--- src/logic/core_config.svh ---
`ifndef CORE_CONFIG_SVH
`define CORE_CONFIG_SVH

// data path and address width
`define XLEN 32

// architectural register count, x0 included
`define NUM_REGS 32

// first fetch address out of reset
`define RESET_PC 32'h0000_0000

`endif

--- src/logic/rv_pkg.sv ---
`include "core_config.svh"

package rv_pkg;

    localparam int REG_AW = $clog2(`NUM_REGS);

    typedef logic [REG_AW-1:0] reg_idx_t;
    typedef logic [`XLEN-1:0]  word_t;

    // major opcodes of the supported subset
    typedef enum logic [6:0] {
        op_reg   = 7'b0110011,  // add, sub
        op_imm   = 7'b0010011,  // addi
        op_load  = 7'b0000011,  // lw
        op_store = 7'b0100011,  // sw
        op_jalr  = 7'b1100111
    } opcode_e;

    // writeback source, sel_none only ever marks a store
    typedef enum logic [1:0] {
        sel_alu  = 2'd0,
        sel_pc4  = 2'd1,
        sel_none = 2'd2,
        sel_load = 2'd3
    } sel_data_e;

    typedef struct packed {
        word_t     pc;
        word_t     rs1_val;
        word_t     rs2_val;
        word_t     imm;       // zero for register ops
        reg_idx_t  rs1;       // zero when the operand is unused
        reg_idx_t  rs2;
        reg_idx_t  rd;
        logic      wr_en;
        sel_data_e sel_data;
        logic      is_store;
        logic      sub;
    } id_exe_t;

    typedef struct packed {
        word_t     result;      // alu value or memory address
        word_t     store_data;
        reg_idx_t  rd;
        logic      wr_en;
        sel_data_e sel_data;
    } exe_mem_t;

endpackage

--- src/logic/hazard_if.sv ---
// exe stage load info and load-use flags shared by decode, execute and the controller
interface hazard_if;

    rv_pkg::sel_data_e exe_sel_data;
    logic              exe_wr_en;
    rv_pkg::reg_idx_t  exe_rd;
    logic              fw_mem_to_exe_a;  // id rs1 waits on a load in exe
    logic              fw_mem_to_exe_b;  // same for rs2

    modport exe_side (output exe_sel_data, exe_wr_en, exe_rd);

    modport dec_side (
        input  exe_sel_data, exe_wr_en, exe_rd,
        output fw_mem_to_exe_a, fw_mem_to_exe_b
    );

    modport ctrl_side (input exe_sel_data, exe_wr_en, exe_rd, fw_mem_to_exe_a, fw_mem_to_exe_b);

endinterface

--- src/logic/fetch_decode.sv ---
`include "core_config.svh"

module fetch_decode (
    input  logic                 clk,
    input  logic                 reset,
    input  logic [`XLEN-1:0]     inst_data,
    input  logic                 if_en,
    input  logic                 id_en,
    input  rv_pkg::reg_idx_t     mem_fw_rd,
    input  logic [`XLEN-1:0]     mem_fw_data,
    input  logic                 mem_fw_valid,
    input  rv_pkg::reg_idx_t     wb_rd,
    input  logic [`XLEN-1:0]     wb_data,
    input  logic                 wb_wr_en,
    input  logic [`XLEN-1:0]     exe_result,   // for jalr forwarding
    output logic [`XLEN-1:0]     inst_addr,
    output rv_pkg::id_exe_t      id_exe,
    output logic [`XLEN-1:0]     id_inst,
    hazard_if.dec_side           hz
);

    localparam logic [`XLEN-1:0] NOP = `XLEN'(32'h0000_0013);  // addi x0, x0, 0

    logic [`XLEN-1:0] pc;
    logic [`XLEN-1:0] id_pc;
    logic [`XLEN-1:0] regs [`NUM_REGS];
    rv_pkg::opcode_e  opcode;
    rv_pkg::reg_idx_t rs1;
    rv_pkg::reg_idx_t rs2;
    rv_pkg::reg_idx_t rd;
    logic [`XLEN-1:0] imm_i;
    logic [`XLEN-1:0] imm_s;
    logic [`XLEN-1:0] jalr_base;
    logic [`XLEN-1:0] jalr_sum;
    logic             jalr_taken;
    logic             exe_load;

    // x0 reads zero, a same-cycle wb write wins over the array
    function automatic logic [`XLEN-1:0] rf_read(input rv_pkg::reg_idx_t idx);
        if (idx == '0)
            return '0;
        if (wb_wr_en && wb_rd == idx)
            return wb_data;
        return regs[idx];
    endfunction

    assign inst_addr = pc;

    always_ff @(posedge clk) begin
        if (reset)
            pc <= `RESET_PC;
        else if (if_en)
            pc <= jalr_taken ? {jalr_sum[`XLEN-1:1], 1'b0} : pc + `XLEN'(4);
    end

    // if/id, the fetch behind a taken jalr is squashed
    always_ff @(posedge clk) begin
        if (reset)
            id_inst <= NOP;
        else if (id_en)
            id_inst <= jalr_taken ? NOP : inst_data;
    end

    always_ff @(posedge clk) begin
        if (id_en)
            id_pc <= pc;
    end

    always_ff @(posedge clk) begin
        if (wb_wr_en && wb_rd != '0)
            regs[wb_rd] <= wb_data;
    end

    assign opcode = rv_pkg::opcode_e'(id_inst[6:0]);
    assign rd     = id_inst[11:7];
    assign rs1    = id_inst[19:15];
    assign rs2    = id_inst[24:20];
    assign imm_i  = {{(`XLEN-12){id_inst[31]}}, id_inst[31:20]};
    assign imm_s  = {{(`XLEN-12){id_inst[31]}}, id_inst[31:25], id_inst[11:7]};

    always_comb begin
        id_exe          = '0;        // unknown opcodes decode to a bubble
        id_exe.pc       = id_pc;
        id_exe.rd       = rd;
        id_exe.imm      = imm_i;
        id_exe.sel_data = rv_pkg::sel_alu;
        case (opcode)
            rv_pkg::op_reg: begin
                id_exe.rs1   = rs1;
                id_exe.rs2   = rs2;
                id_exe.imm   = '0;
                id_exe.wr_en = 1'b1;
                id_exe.sub   = id_inst[30];  // funct7 bit picks sub
            end
            rv_pkg::op_imm: begin
                id_exe.rs1   = rs1;
                id_exe.wr_en = 1'b1;
            end
            rv_pkg::op_load: begin
                id_exe.rs1      = rs1;
                id_exe.wr_en    = 1'b1;
                id_exe.sel_data = rv_pkg::sel_load;
            end
            rv_pkg::op_store: begin
                id_exe.rs1      = rs1;
                id_exe.rs2      = rs2;
                id_exe.imm      = imm_s;
                id_exe.is_store = 1'b1;
                id_exe.sel_data = rv_pkg::sel_none;
            end
            rv_pkg::op_jalr: begin
                // target resolved here, exe only produces the link value
                id_exe.wr_en    = 1'b1;
                id_exe.sel_data = rv_pkg::sel_pc4;
            end
            default: ;
        endcase
        if (rd == '0)
            id_exe.wr_en = 1'b0;
        id_exe.rs1_val = rf_read(id_exe.rs1);
        id_exe.rs2_val = rf_read(id_exe.rs2);
    end

    // jalr base, youngest producer wins
    always_comb begin
        jalr_base = rf_read(rs1);
        if (mem_fw_valid && mem_fw_rd == rs1)
            jalr_base = mem_fw_data;
        if (hz.exe_wr_en && hz.exe_rd == rs1 && hz.exe_sel_data != rv_pkg::sel_load)
            jalr_base = exe_result;
    end

    assign jalr_sum   = jalr_base + imm_i;
    assign jalr_taken = (opcode == rv_pkg::op_jalr);

    // load in exe feeding an id operand, jalr excluded since its rs1 slot is zero
    assign exe_load = hz.exe_wr_en && hz.exe_sel_data == rv_pkg::sel_load;
    assign hz.fw_mem_to_exe_a = exe_load && id_exe.rs1 != '0 && id_exe.rs1 == hz.exe_rd;
    assign hz.fw_mem_to_exe_b = exe_load && id_exe.rs2 != '0 && id_exe.rs2 == hz.exe_rd;

    a_fetch_aligned: assert property (@(posedge clk) disable iff (reset)
        inst_addr[1:0] == 2'b00);

endmodule

--- src/logic/execute.sv ---
`include "core_config.svh"

module execute (
    input  logic                 clk,
    input  logic                 reset,
    input  rv_pkg::id_exe_t      id_exe,
    input  logic                 exe_en,
    input  logic                 exe_jalr_stall,
    input  logic                 mem_en,
    input  rv_pkg::reg_idx_t     mem_fw_rd,
    input  logic [`XLEN-1:0]     mem_fw_data,
    input  logic                 mem_fw_valid,
    input  rv_pkg::reg_idx_t     wb_rd,
    input  logic [`XLEN-1:0]     wb_data,
    input  logic                 wb_wr_en,
    output rv_pkg::exe_mem_t     exe_mem,
    output logic [`XLEN-1:0]     exe_result,
    hazard_if.exe_side           hz
);

    rv_pkg::id_exe_t  q;          // id/exe register
    logic [`XLEN-1:0] op_a;
    logic [`XLEN-1:0] op_b_reg;   // forwarded rs2, also the store data
    logic [`XLEN-1:0] op_b;
    logic [`XLEN-1:0] alu;
    logic             fw_a_mem;
    logic             fw_a_wb;
    logic             fw_b_mem;
    logic             fw_b_wb;
    logic             mem_load;   // the instruction now in mem is a load

    always_ff @(posedge clk) begin
        if (reset) begin
            q <= '0;
        end else if (!mem_en) begin
            // operands follow the wb drain while the bus holds the pipe
            q.rs1_val <= op_a;
            q.rs2_val <= op_b_reg;
        end else if (!exe_en || exe_jalr_stall) begin
            q <= '0;                              // bubble
        end else begin
            q <= id_exe;
        end
    end

    // follows the exe/mem register
    always_ff @(posedge clk) begin
        if (reset)
            mem_load <= 1'b0;
        else if (mem_en)
            mem_load <= q.wr_en && q.sel_data == rv_pkg::sel_load;
    end

    // wr_en never set for rd 0, so x0 never matches
    assign fw_a_mem = mem_fw_valid && mem_fw_rd == q.rs1;
    assign fw_a_wb  = wb_wr_en && wb_rd == q.rs1;
    assign fw_b_mem = mem_fw_valid && mem_fw_rd == q.rs2;
    assign fw_b_wb  = wb_wr_en && wb_rd == q.rs2;

    assign op_a     = fw_a_mem ? mem_fw_data : (fw_a_wb ? wb_data : q.rs1_val);
    assign op_b_reg = fw_b_mem ? mem_fw_data : (fw_b_wb ? wb_data : q.rs2_val);

    // reg ops carry imm 0 and imm ops carry rs2 = x0, so one adder input serves both
    assign op_b = q.is_store ? q.imm : op_b_reg + q.imm;
    assign alu  = q.sub ? op_a - op_b : op_a + op_b;

    assign exe_result = (q.sel_data == rv_pkg::sel_pc4) ? q.pc + `XLEN'(4) : alu;

    always_comb begin
        exe_mem.result     = exe_result;
        exe_mem.store_data = op_b_reg;
        exe_mem.rd         = q.rd;
        exe_mem.wr_en      = q.wr_en;
        exe_mem.sel_data   = q.sel_data;
    end

    assign hz.exe_sel_data = q.sel_data;
    assign hz.exe_wr_en    = q.wr_en;
    assign hz.exe_rd       = q.rd;

    // the load-use stall keeps a load's consumer out of exe for the whole bus access
    a_no_load_fw: assert property (@(posedge clk) disable iff (reset)
        mem_load |-> !(fw_a_mem || fw_b_mem));

endmodule

--- src/logic/mem_wb.sv ---
`include "core_config.svh"

module mem_wb (
    input  logic                   clk,
    input  logic                   reset,
    input  rv_pkg::exe_mem_t       exe_mem,
    input  logic                   mem_en,
    input  logic [`XLEN-1:0]       wb_dat_r,
    input  logic                   wb_ack,
    output logic                   wb_cyc,
    output logic                   wb_stb,
    output logic                   wb_we,
    output logic [`XLEN-1:0]       wb_adr,
    output logic [`XLEN-1:0]       wb_dat_w,
    output logic [`XLEN/8-1:0]     wb_sel,
    output logic                   mem_wait,
    output rv_pkg::reg_idx_t       mem_fw_rd,
    output logic [`XLEN-1:0]       mem_fw_data,
    output logic                   mem_fw_valid,
    output rv_pkg::reg_idx_t       wb_rd,
    output logic [`XLEN-1:0]       wb_data,
    output logic                   wb_wr_en
);

    rv_pkg::exe_mem_t q;   // exe/mem register
    logic             is_load;
    logic             is_store;

    always_ff @(posedge clk) begin
        if (reset)
            q <= '0;
        else if (mem_en)
            q <= exe_mem;
    end

    assign is_load  = (q.sel_data == rv_pkg::sel_load);
    assign is_store = (q.sel_data == rv_pkg::sel_none);

    // classic cycle, request stays up until ack since the whole pipe is frozen
    assign wb_cyc   = is_load || is_store;
    assign wb_stb   = wb_cyc;
    assign wb_we    = is_store;
    assign wb_adr   = q.result;
    assign wb_dat_w = q.store_data;
    assign wb_sel   = '1;                  // word access only
    assign mem_wait = wb_stb && !wb_ack;

    // load data counts as ready only in its ack cycle
    assign mem_fw_rd    = q.rd;
    assign mem_fw_data  = is_load ? wb_dat_r : q.result;
    assign mem_fw_valid = q.wr_en && (!is_load || wb_ack);

    // a bubble goes into wb while mem waits, so each retire shows once
    always_ff @(posedge clk) begin
        if (reset)
            wb_wr_en <= 1'b0;
        else
            wb_wr_en <= mem_en && q.wr_en;
    end

    always_ff @(posedge clk) begin
        if (mem_en) begin
            wb_rd   <= q.rd;
            wb_data <= mem_fw_data;
        end
    end

    a_stb_until_ack: assert property (@(posedge clk) disable iff (reset)
        (wb_stb && !wb_ack) |=> wb_stb);

    a_adr_stable: assert property (@(posedge clk) disable iff (reset)
        (wb_stb && !wb_ack) |=> $stable(wb_adr) && $stable(wb_we));

endmodule

--- src/logic/sf_controller.sv ---
`include "core_config.svh"

module sf_controller (
    input  logic              clk,        // samples the checks only
    input  logic              reset,
    input  logic              mem_wait,   // open bus request
    input  logic [`XLEN-1:0]  id_inst,
    hazard_if.ctrl_side       hz,
    output logic              if_en,      // pc
    output logic              id_en,      // if/id register
    output logic              exe_en,     // low puts a bubble into id/exe
    output logic              exe_jalr_stall,
    output logic              mem_en      // exe/mem and mem/wb
);

    logic             exe_load;
    logic             jalr_stall;
    logic             load_stall;
    rv_pkg::reg_idx_t id_rs1;

    assign exe_load = hz.exe_wr_en && hz.exe_sel_data == rv_pkg::sel_load;
    assign id_rs1   = id_inst[19:15];

    // jalr needs its base in id, a load in exe is one cycle too late
    assign jalr_stall = exe_load && id_inst[6:0] == rv_pkg::op_jalr && id_rs1 == hz.exe_rd;
    assign load_stall = hz.fw_mem_to_exe_a || hz.fw_mem_to_exe_b;

    // a bus wait overrides everything and holds every stage
    assign if_en          = !(mem_wait || load_stall || jalr_stall);
    assign id_en          = !(mem_wait || load_stall || jalr_stall);
    assign exe_en         = !(mem_wait || load_stall);
    assign exe_jalr_stall = jalr_stall;
    assign mem_en         = !mem_wait;

    a_stall_exclusive: assert property (@(posedge clk) disable iff (reset)
        !(exe_jalr_stall && load_stall));

endmodule

--- src/logic/core_top.sv ---
`include "core_config.svh"

module core_top (
    input  logic                   clk,
    input  logic                   reset,
    input  logic [`XLEN-1:0]       inst_data,
    input  logic [`XLEN-1:0]       wb_dat_r,
    input  logic                   wb_ack,
    output logic [`XLEN-1:0]       inst_addr,
    output logic                   wb_cyc,
    output logic                   wb_stb,
    output logic                   wb_we,
    output logic [`XLEN-1:0]       wb_adr,
    output logic [`XLEN-1:0]       wb_dat_w,
    output logic [`XLEN/8-1:0]     wb_sel,
    output logic                   retire_valid,
    output rv_pkg::reg_idx_t       retire_rd,
    output logic [`XLEN-1:0]       retire_data
);

    rv_pkg::id_exe_t  id_exe;
    rv_pkg::exe_mem_t exe_mem;
    logic [`XLEN-1:0] id_inst;
    logic [`XLEN-1:0] exe_result;
    logic             if_en;
    logic             id_en;
    logic             exe_en;
    logic             exe_jalr_stall;
    logic             mem_en;
    logic             mem_wait;
    rv_pkg::reg_idx_t mem_fw_rd;
    logic [`XLEN-1:0] mem_fw_data;
    logic             mem_fw_valid;

    hazard_if hz ();

    // the wb stage write is also the retire port
    fetch_decode fetch_decode_i (
        .clk, .reset, .inst_data, .if_en, .id_en,
        .mem_fw_rd, .mem_fw_data, .mem_fw_valid,
        .wb_rd(retire_rd), .wb_data(retire_data), .wb_wr_en(retire_valid),
        .exe_result, .inst_addr, .id_exe, .id_inst,
        .hz(hz.dec_side)
    );

    execute execute_i (
        .clk, .reset, .id_exe, .exe_en, .exe_jalr_stall, .mem_en,
        .mem_fw_rd, .mem_fw_data, .mem_fw_valid,
        .wb_rd(retire_rd), .wb_data(retire_data), .wb_wr_en(retire_valid),
        .exe_mem, .exe_result,
        .hz(hz.exe_side)
    );

    mem_wb mem_wb_i (
        .clk, .reset, .exe_mem, .mem_en, .wb_dat_r, .wb_ack,
        .wb_cyc, .wb_stb, .wb_we, .wb_adr, .wb_dat_w, .wb_sel, .mem_wait,
        .mem_fw_rd, .mem_fw_data, .mem_fw_valid,
        .wb_rd(retire_rd), .wb_data(retire_data), .wb_wr_en(retire_valid)
    );

    sf_controller sf_controller_i (
        .clk, .reset, .mem_wait, .id_inst,
        .hz(hz.ctrl_side),
        .if_en, .id_en, .exe_en, .exe_jalr_stall, .mem_en
    );

endmodule

--- config.mk ---
export PLATFORM = sky130hd
export DESIGN_NAME = core_top
export DESIGN_NICKNAME = d
export VERILOG_FILES = /design/src/logic/rv_pkg.sv /design/src/logic/hazard_if.sv /design/src/logic/fetch_decode.sv /design/src/logic/execute.sv /design/src/logic/mem_wb.sv /design/src/logic/sf_controller.sv /design/src/logic/core_top.sv
export VERILOG_INCLUDE_DIRS = /design/src /design/src/logic
export SDC_FILE = /design/constraint.sdc
export NUM_CORES = 2
export LEC_CHECK = 0
export BUFFER_PORTS_ARGS = -buffer_cell sky130_fd_sc_hd__buf_2
export CAP_MARGIN = 40
export CORE_MARGIN = 2
export CORE_UTILIZATION = 30
export DETAILED_ROUTE_END_ITERATION = 8
export GPL_ROUTABILITY_DRIVEN = 1
export MAX_ROUTING_LAYER = met4
export PLACE_DENSITY = 0.48
export SLEW_MARGIN = 30
export SYNTH_ARGS = -nofsm -noshare
export SYNTH_HDL_FRONTEND = slang
export SYNTH_SLANG_ARGS = --single-unit
--- constraint.sdc ---
create_clock -name clk -period 22.3 [get_ports clk]
set_input_delay 3.345 -clock clk [delete_from_list [all_inputs] [get_ports clk]]
set_output_delay 3.345 -clock clk [all_outputs]
set_load 0.05 [all_outputs]
==> impl_metrics.env <==
export IMPL_drt_antenna_violating_nets=0
export IMPL_numCtsBuffers=161
export IMPL_cts_root_buffer="clkbuf_16"
export IMPL_relSlewSlack_pct=23.7
export IMPL_hold_violations=0
export IMPL_cp_arrival_ns=13.87
export IMPL_required_ns=23.03
export IMPL_crit_top_cell="a21oi_1"
export IMPL_routed_wl_um=355000
export IMPL_r2r_slack_ns=10.97
export IMPL_die_area_um2=274000
export IMPL_antenna_found_initial=14
export IMPL_track_usage_pct=25.8
export IMPL_placed_cell_area_um2=86200
export IMPL_end_kind="register"
export IMPL_gp_congestion=0.910
export IMPL_slew_violations=0
export IMPL_clkTransAtPathRegs_ns=0.06
export IMPL_post_synth_top_count_cell="nand2_1"
export IMPL_fin_skew_ns=0.0488
export IMPL_avgSynthCellArea_um2=10.1
export IMPL_timing_rr_end="fetch_decode_i.inst_addr[31]"
export IMPL_power_leakage_uw=0.0316
export IMPL_rows=190
export IMPL_post_route_util_pct=34.2
export IMPL_area_growth_syn_to_layout_pct=13.3
export IMPL_min_to="mem_wb_i.wb_dat_w[9]"
export IMPL_ys_seq_elements=1357
export IMPL_power_total_uw=7070
export IMPL_wl_per_cell_um=30.6
export IMPL_grt_max_degree=129
export IMPL_crit_path_max_fanout=64
export IMPL_die_h_um=524
export IMPL_grt_overflow=0
export IMPL_cts_repair_resize_count=0
export IMPL_numClockSinks=1357
export IMPL_rsz0062_at_grt="no"
export IMPL_wirelength_met1_um=146000
export IMPL_ir_worst_vdd_v=0.0000555
export IMPL_worst_slew_pin_slew_ns=1.14
export IMPL_hp_class="register to register"
export IMPL_dr_first_iter_drc_count=9523
export IMPL_period_needed_ns=13.14
export IMPL_highest_layer="met4"
export IMPL_async_reset_ff_share_pct=0
export IMPL_post_cts_buffers=0
export IMPL_status="complete, no violations"
export IMPL_critical_path_max_stage_delay_ns=0.66
export IMPL_drc=0
export IMPL_finalSetupTns_ns=0
export IMPL_start_util_pct=30.2
export IMPL_synth_common_cells="1309 x nand2_1, 1092 x edfxtp_1, 609 x clkbuf_1"
export IMPL_yosysSeqAreaShare_pct=47.0
export IMPL_synth_edff_count=1092
export IMPL_cts_max_level=4
export IMPL_drive_above_1_share_pct=15.2
export IMPL_synth_largest_area_cell="edfxtp_1"
export IMPL_via_per_inst=6.05
export IMPL_cts_tree="done"
export IMPL_grt_pass1_vias=66400
export IMPL_yosysWarnings=0
export IMPL_min_from="mem_wb_i.wb_dat_w[9]"
export IMPL_dr_wl_met2_um=155000
export IMPL_r2r_start="mem_wb_i.wb_rd[2]"
export IMPL_syn_inst=8011
export IMPL_worst_setup_path_type="input pin to register"
export IMPL_portBuffers=199
export IMPL_clock_latency_ns=0.85
export IMPL_fmax_ghz=0.0761
export IMPL_slowest_stage="nor4b_1"
export IMPL_cap_violations=0
export IMPL_nFillCells=26600
export IMPL_synthTopCellsByArea="edfxtp_1 40%, mux4_2 8.8%, dfxtp_1 6.5%"
export IMPL_finalSetupViolations=0
export IMPL_ios=208
export IMPL_route_vias_total=70000
export IMPL_clk_path_buf_depth=3
export IMPL_netlist_area_um2=81100
export IMPL_hold_path_depth=2
export IMPL_synth_distinct_cells=93
export IMPL_first_pass_iters=9
export IMPL_synth_top_area_share_pct=40.5
export IMPL_period_share_pct=58.9
export IMPL_final_nets=8067
export IMPL_worst_setup_path_start_kind="input pin"
export IMPL_powerDensity_nw_per_um2=77.0
export IMPL_reg2reg_depth=41
export IMPL_grt_pass1_wl_um=498000
export IMPL_dpl_hpwl_um=221000
export IMPL_coreArea_um2=268000
export IMPL_synth_ff_type="edfxtp_1"
export IMPL_stdcell_area_um2=91900
export IMPL_die_width_um=524
export IMPL_cts_hold_buf=0
export IMPL_wl_met3_um=38600
-- sequential cells by signal, summed over array words and instances, names as in the netlist, 29 cells and up, named ones only --
register	count
mem_wb_i.wb_adr	32
fetch_decode_i.id_inst	29
fetch_decode_i.id_pc	31
fetch_decode_i.inst_addr	31
mem_wb_i.wb_dat_w	32
mem_wb_i.wb_data	32
execute_i.q	119
fetch_decode_i.regs	1024
-- worst max-delay path, delay by kind of cell --
family	cells	cell delay [ns]
adder cells (fa/ha/maj)	4	1.43
AO/OA/AOI/OAI	21	4.75
AND/OR/NAND/NOR	12	3.03
buffers and inverters	3	0.81
XOR/XNOR	2	0.47
-- worst max-delay path by stage --
stage	endpoint	startpoint
after floorplan	fetch_decode_i.inst_addr[31]	wb_ack
after global placement	fetch_decode_i.inst_addr[31]	wb_ack
after detailed placement	fetch_decode_i.inst_addr[31]	wb_ack
after CTS	fetch_decode_i.inst_addr[31]	wb_ack
after global routing	fetch_decode_i.inst_addr[31]	wb_ack
final	fetch_decode_i.inst_addr[31]	wb_ack
-- routing by layer --
layer | global-route usage [%] | vias to the layer above
met4 | 10.1 | 0
met1 | 34.4 | 35000
met3 | 5.75 | 841
li1 | - | 30100
met5 | - | -
met2 | 38.0 | 4145
-- layout by cell type (no fill, tap or decap), types with 47 or more instances in the layout --
master / count
edfxtp_1: 1092
o22ai_1: 161
a21oi_1: 454
buf_4: 222
mux4_2: 317
nor3_1: 244
a311oi_1: 224
inv_1: 80
ha_1: 98
nor2b_1: 335
nor2_1: 431
a211oi_1: 376
clkbuf_16: 163
buf_2: 199
a21o_1: 47
a22oi_1: 89
o21ai_0: 275
a221oi_1: 72
mux2_2: 69
a31oi_1: 171
xnor2_1: 87
dfxtp_1: 255
mux2i_1: 224
nand2_1: 1296
xor2_1: 82
nand3_1: 337
-- cell families (layout without fill, tap and decap cells) --
family                   Yosys count  count (layout)  share of synthesized area, %
multiplexers                     616             616                          12.6
adder cells (fa/ha/maj)          101             101                          1.59
other                              2              39                       0.00926
flip-flops                      1357            1357                          47.0
buffers and inverters            862             848                          4.34
AND/OR/NAND/NOR                 2885            2885                          16.0
AO/OA/AOI/OAI                   2018            2018                          16.6
XOR/XNOR                         170             170                          1.85
-- metrics by stage --
step	cells	hold slack, ns	setup WS, ns
floorplan	8046	0.427	10.53
global placement	11200	0.435	8.28
detailed placement	11300	0.441	8.34
CTS	11600	0.448	9.17
global route	11600	0.463	8.17
finish	11600	0.446	9.16
-- power breakdown --
part	switching (µW)	internal, µW
clock network	1160	1560
registers	70.8	2900
logic	992	393
total	2220	4850
-- final cells by class --
class | count | area [µm²] | area share, %
Sequential cell | 1357 | 38100 | 41.5
Inverter | 82 | 313 | 0.341
Tap cell | 3552 | 4440 | 4.84
Clock buffer | 203 | 4290 | 4.67
Multi-Input combinational cell | 5827 | 40000 | 43.6
Antenna cell | 2 | 5.00 | 0.00545
Timing Repair Buffer | 470 | 3610 | 3.93
Clock inverter | 93 | 1030 | 1.12
No activity file was read; power rests on OpenSTA's default activity.
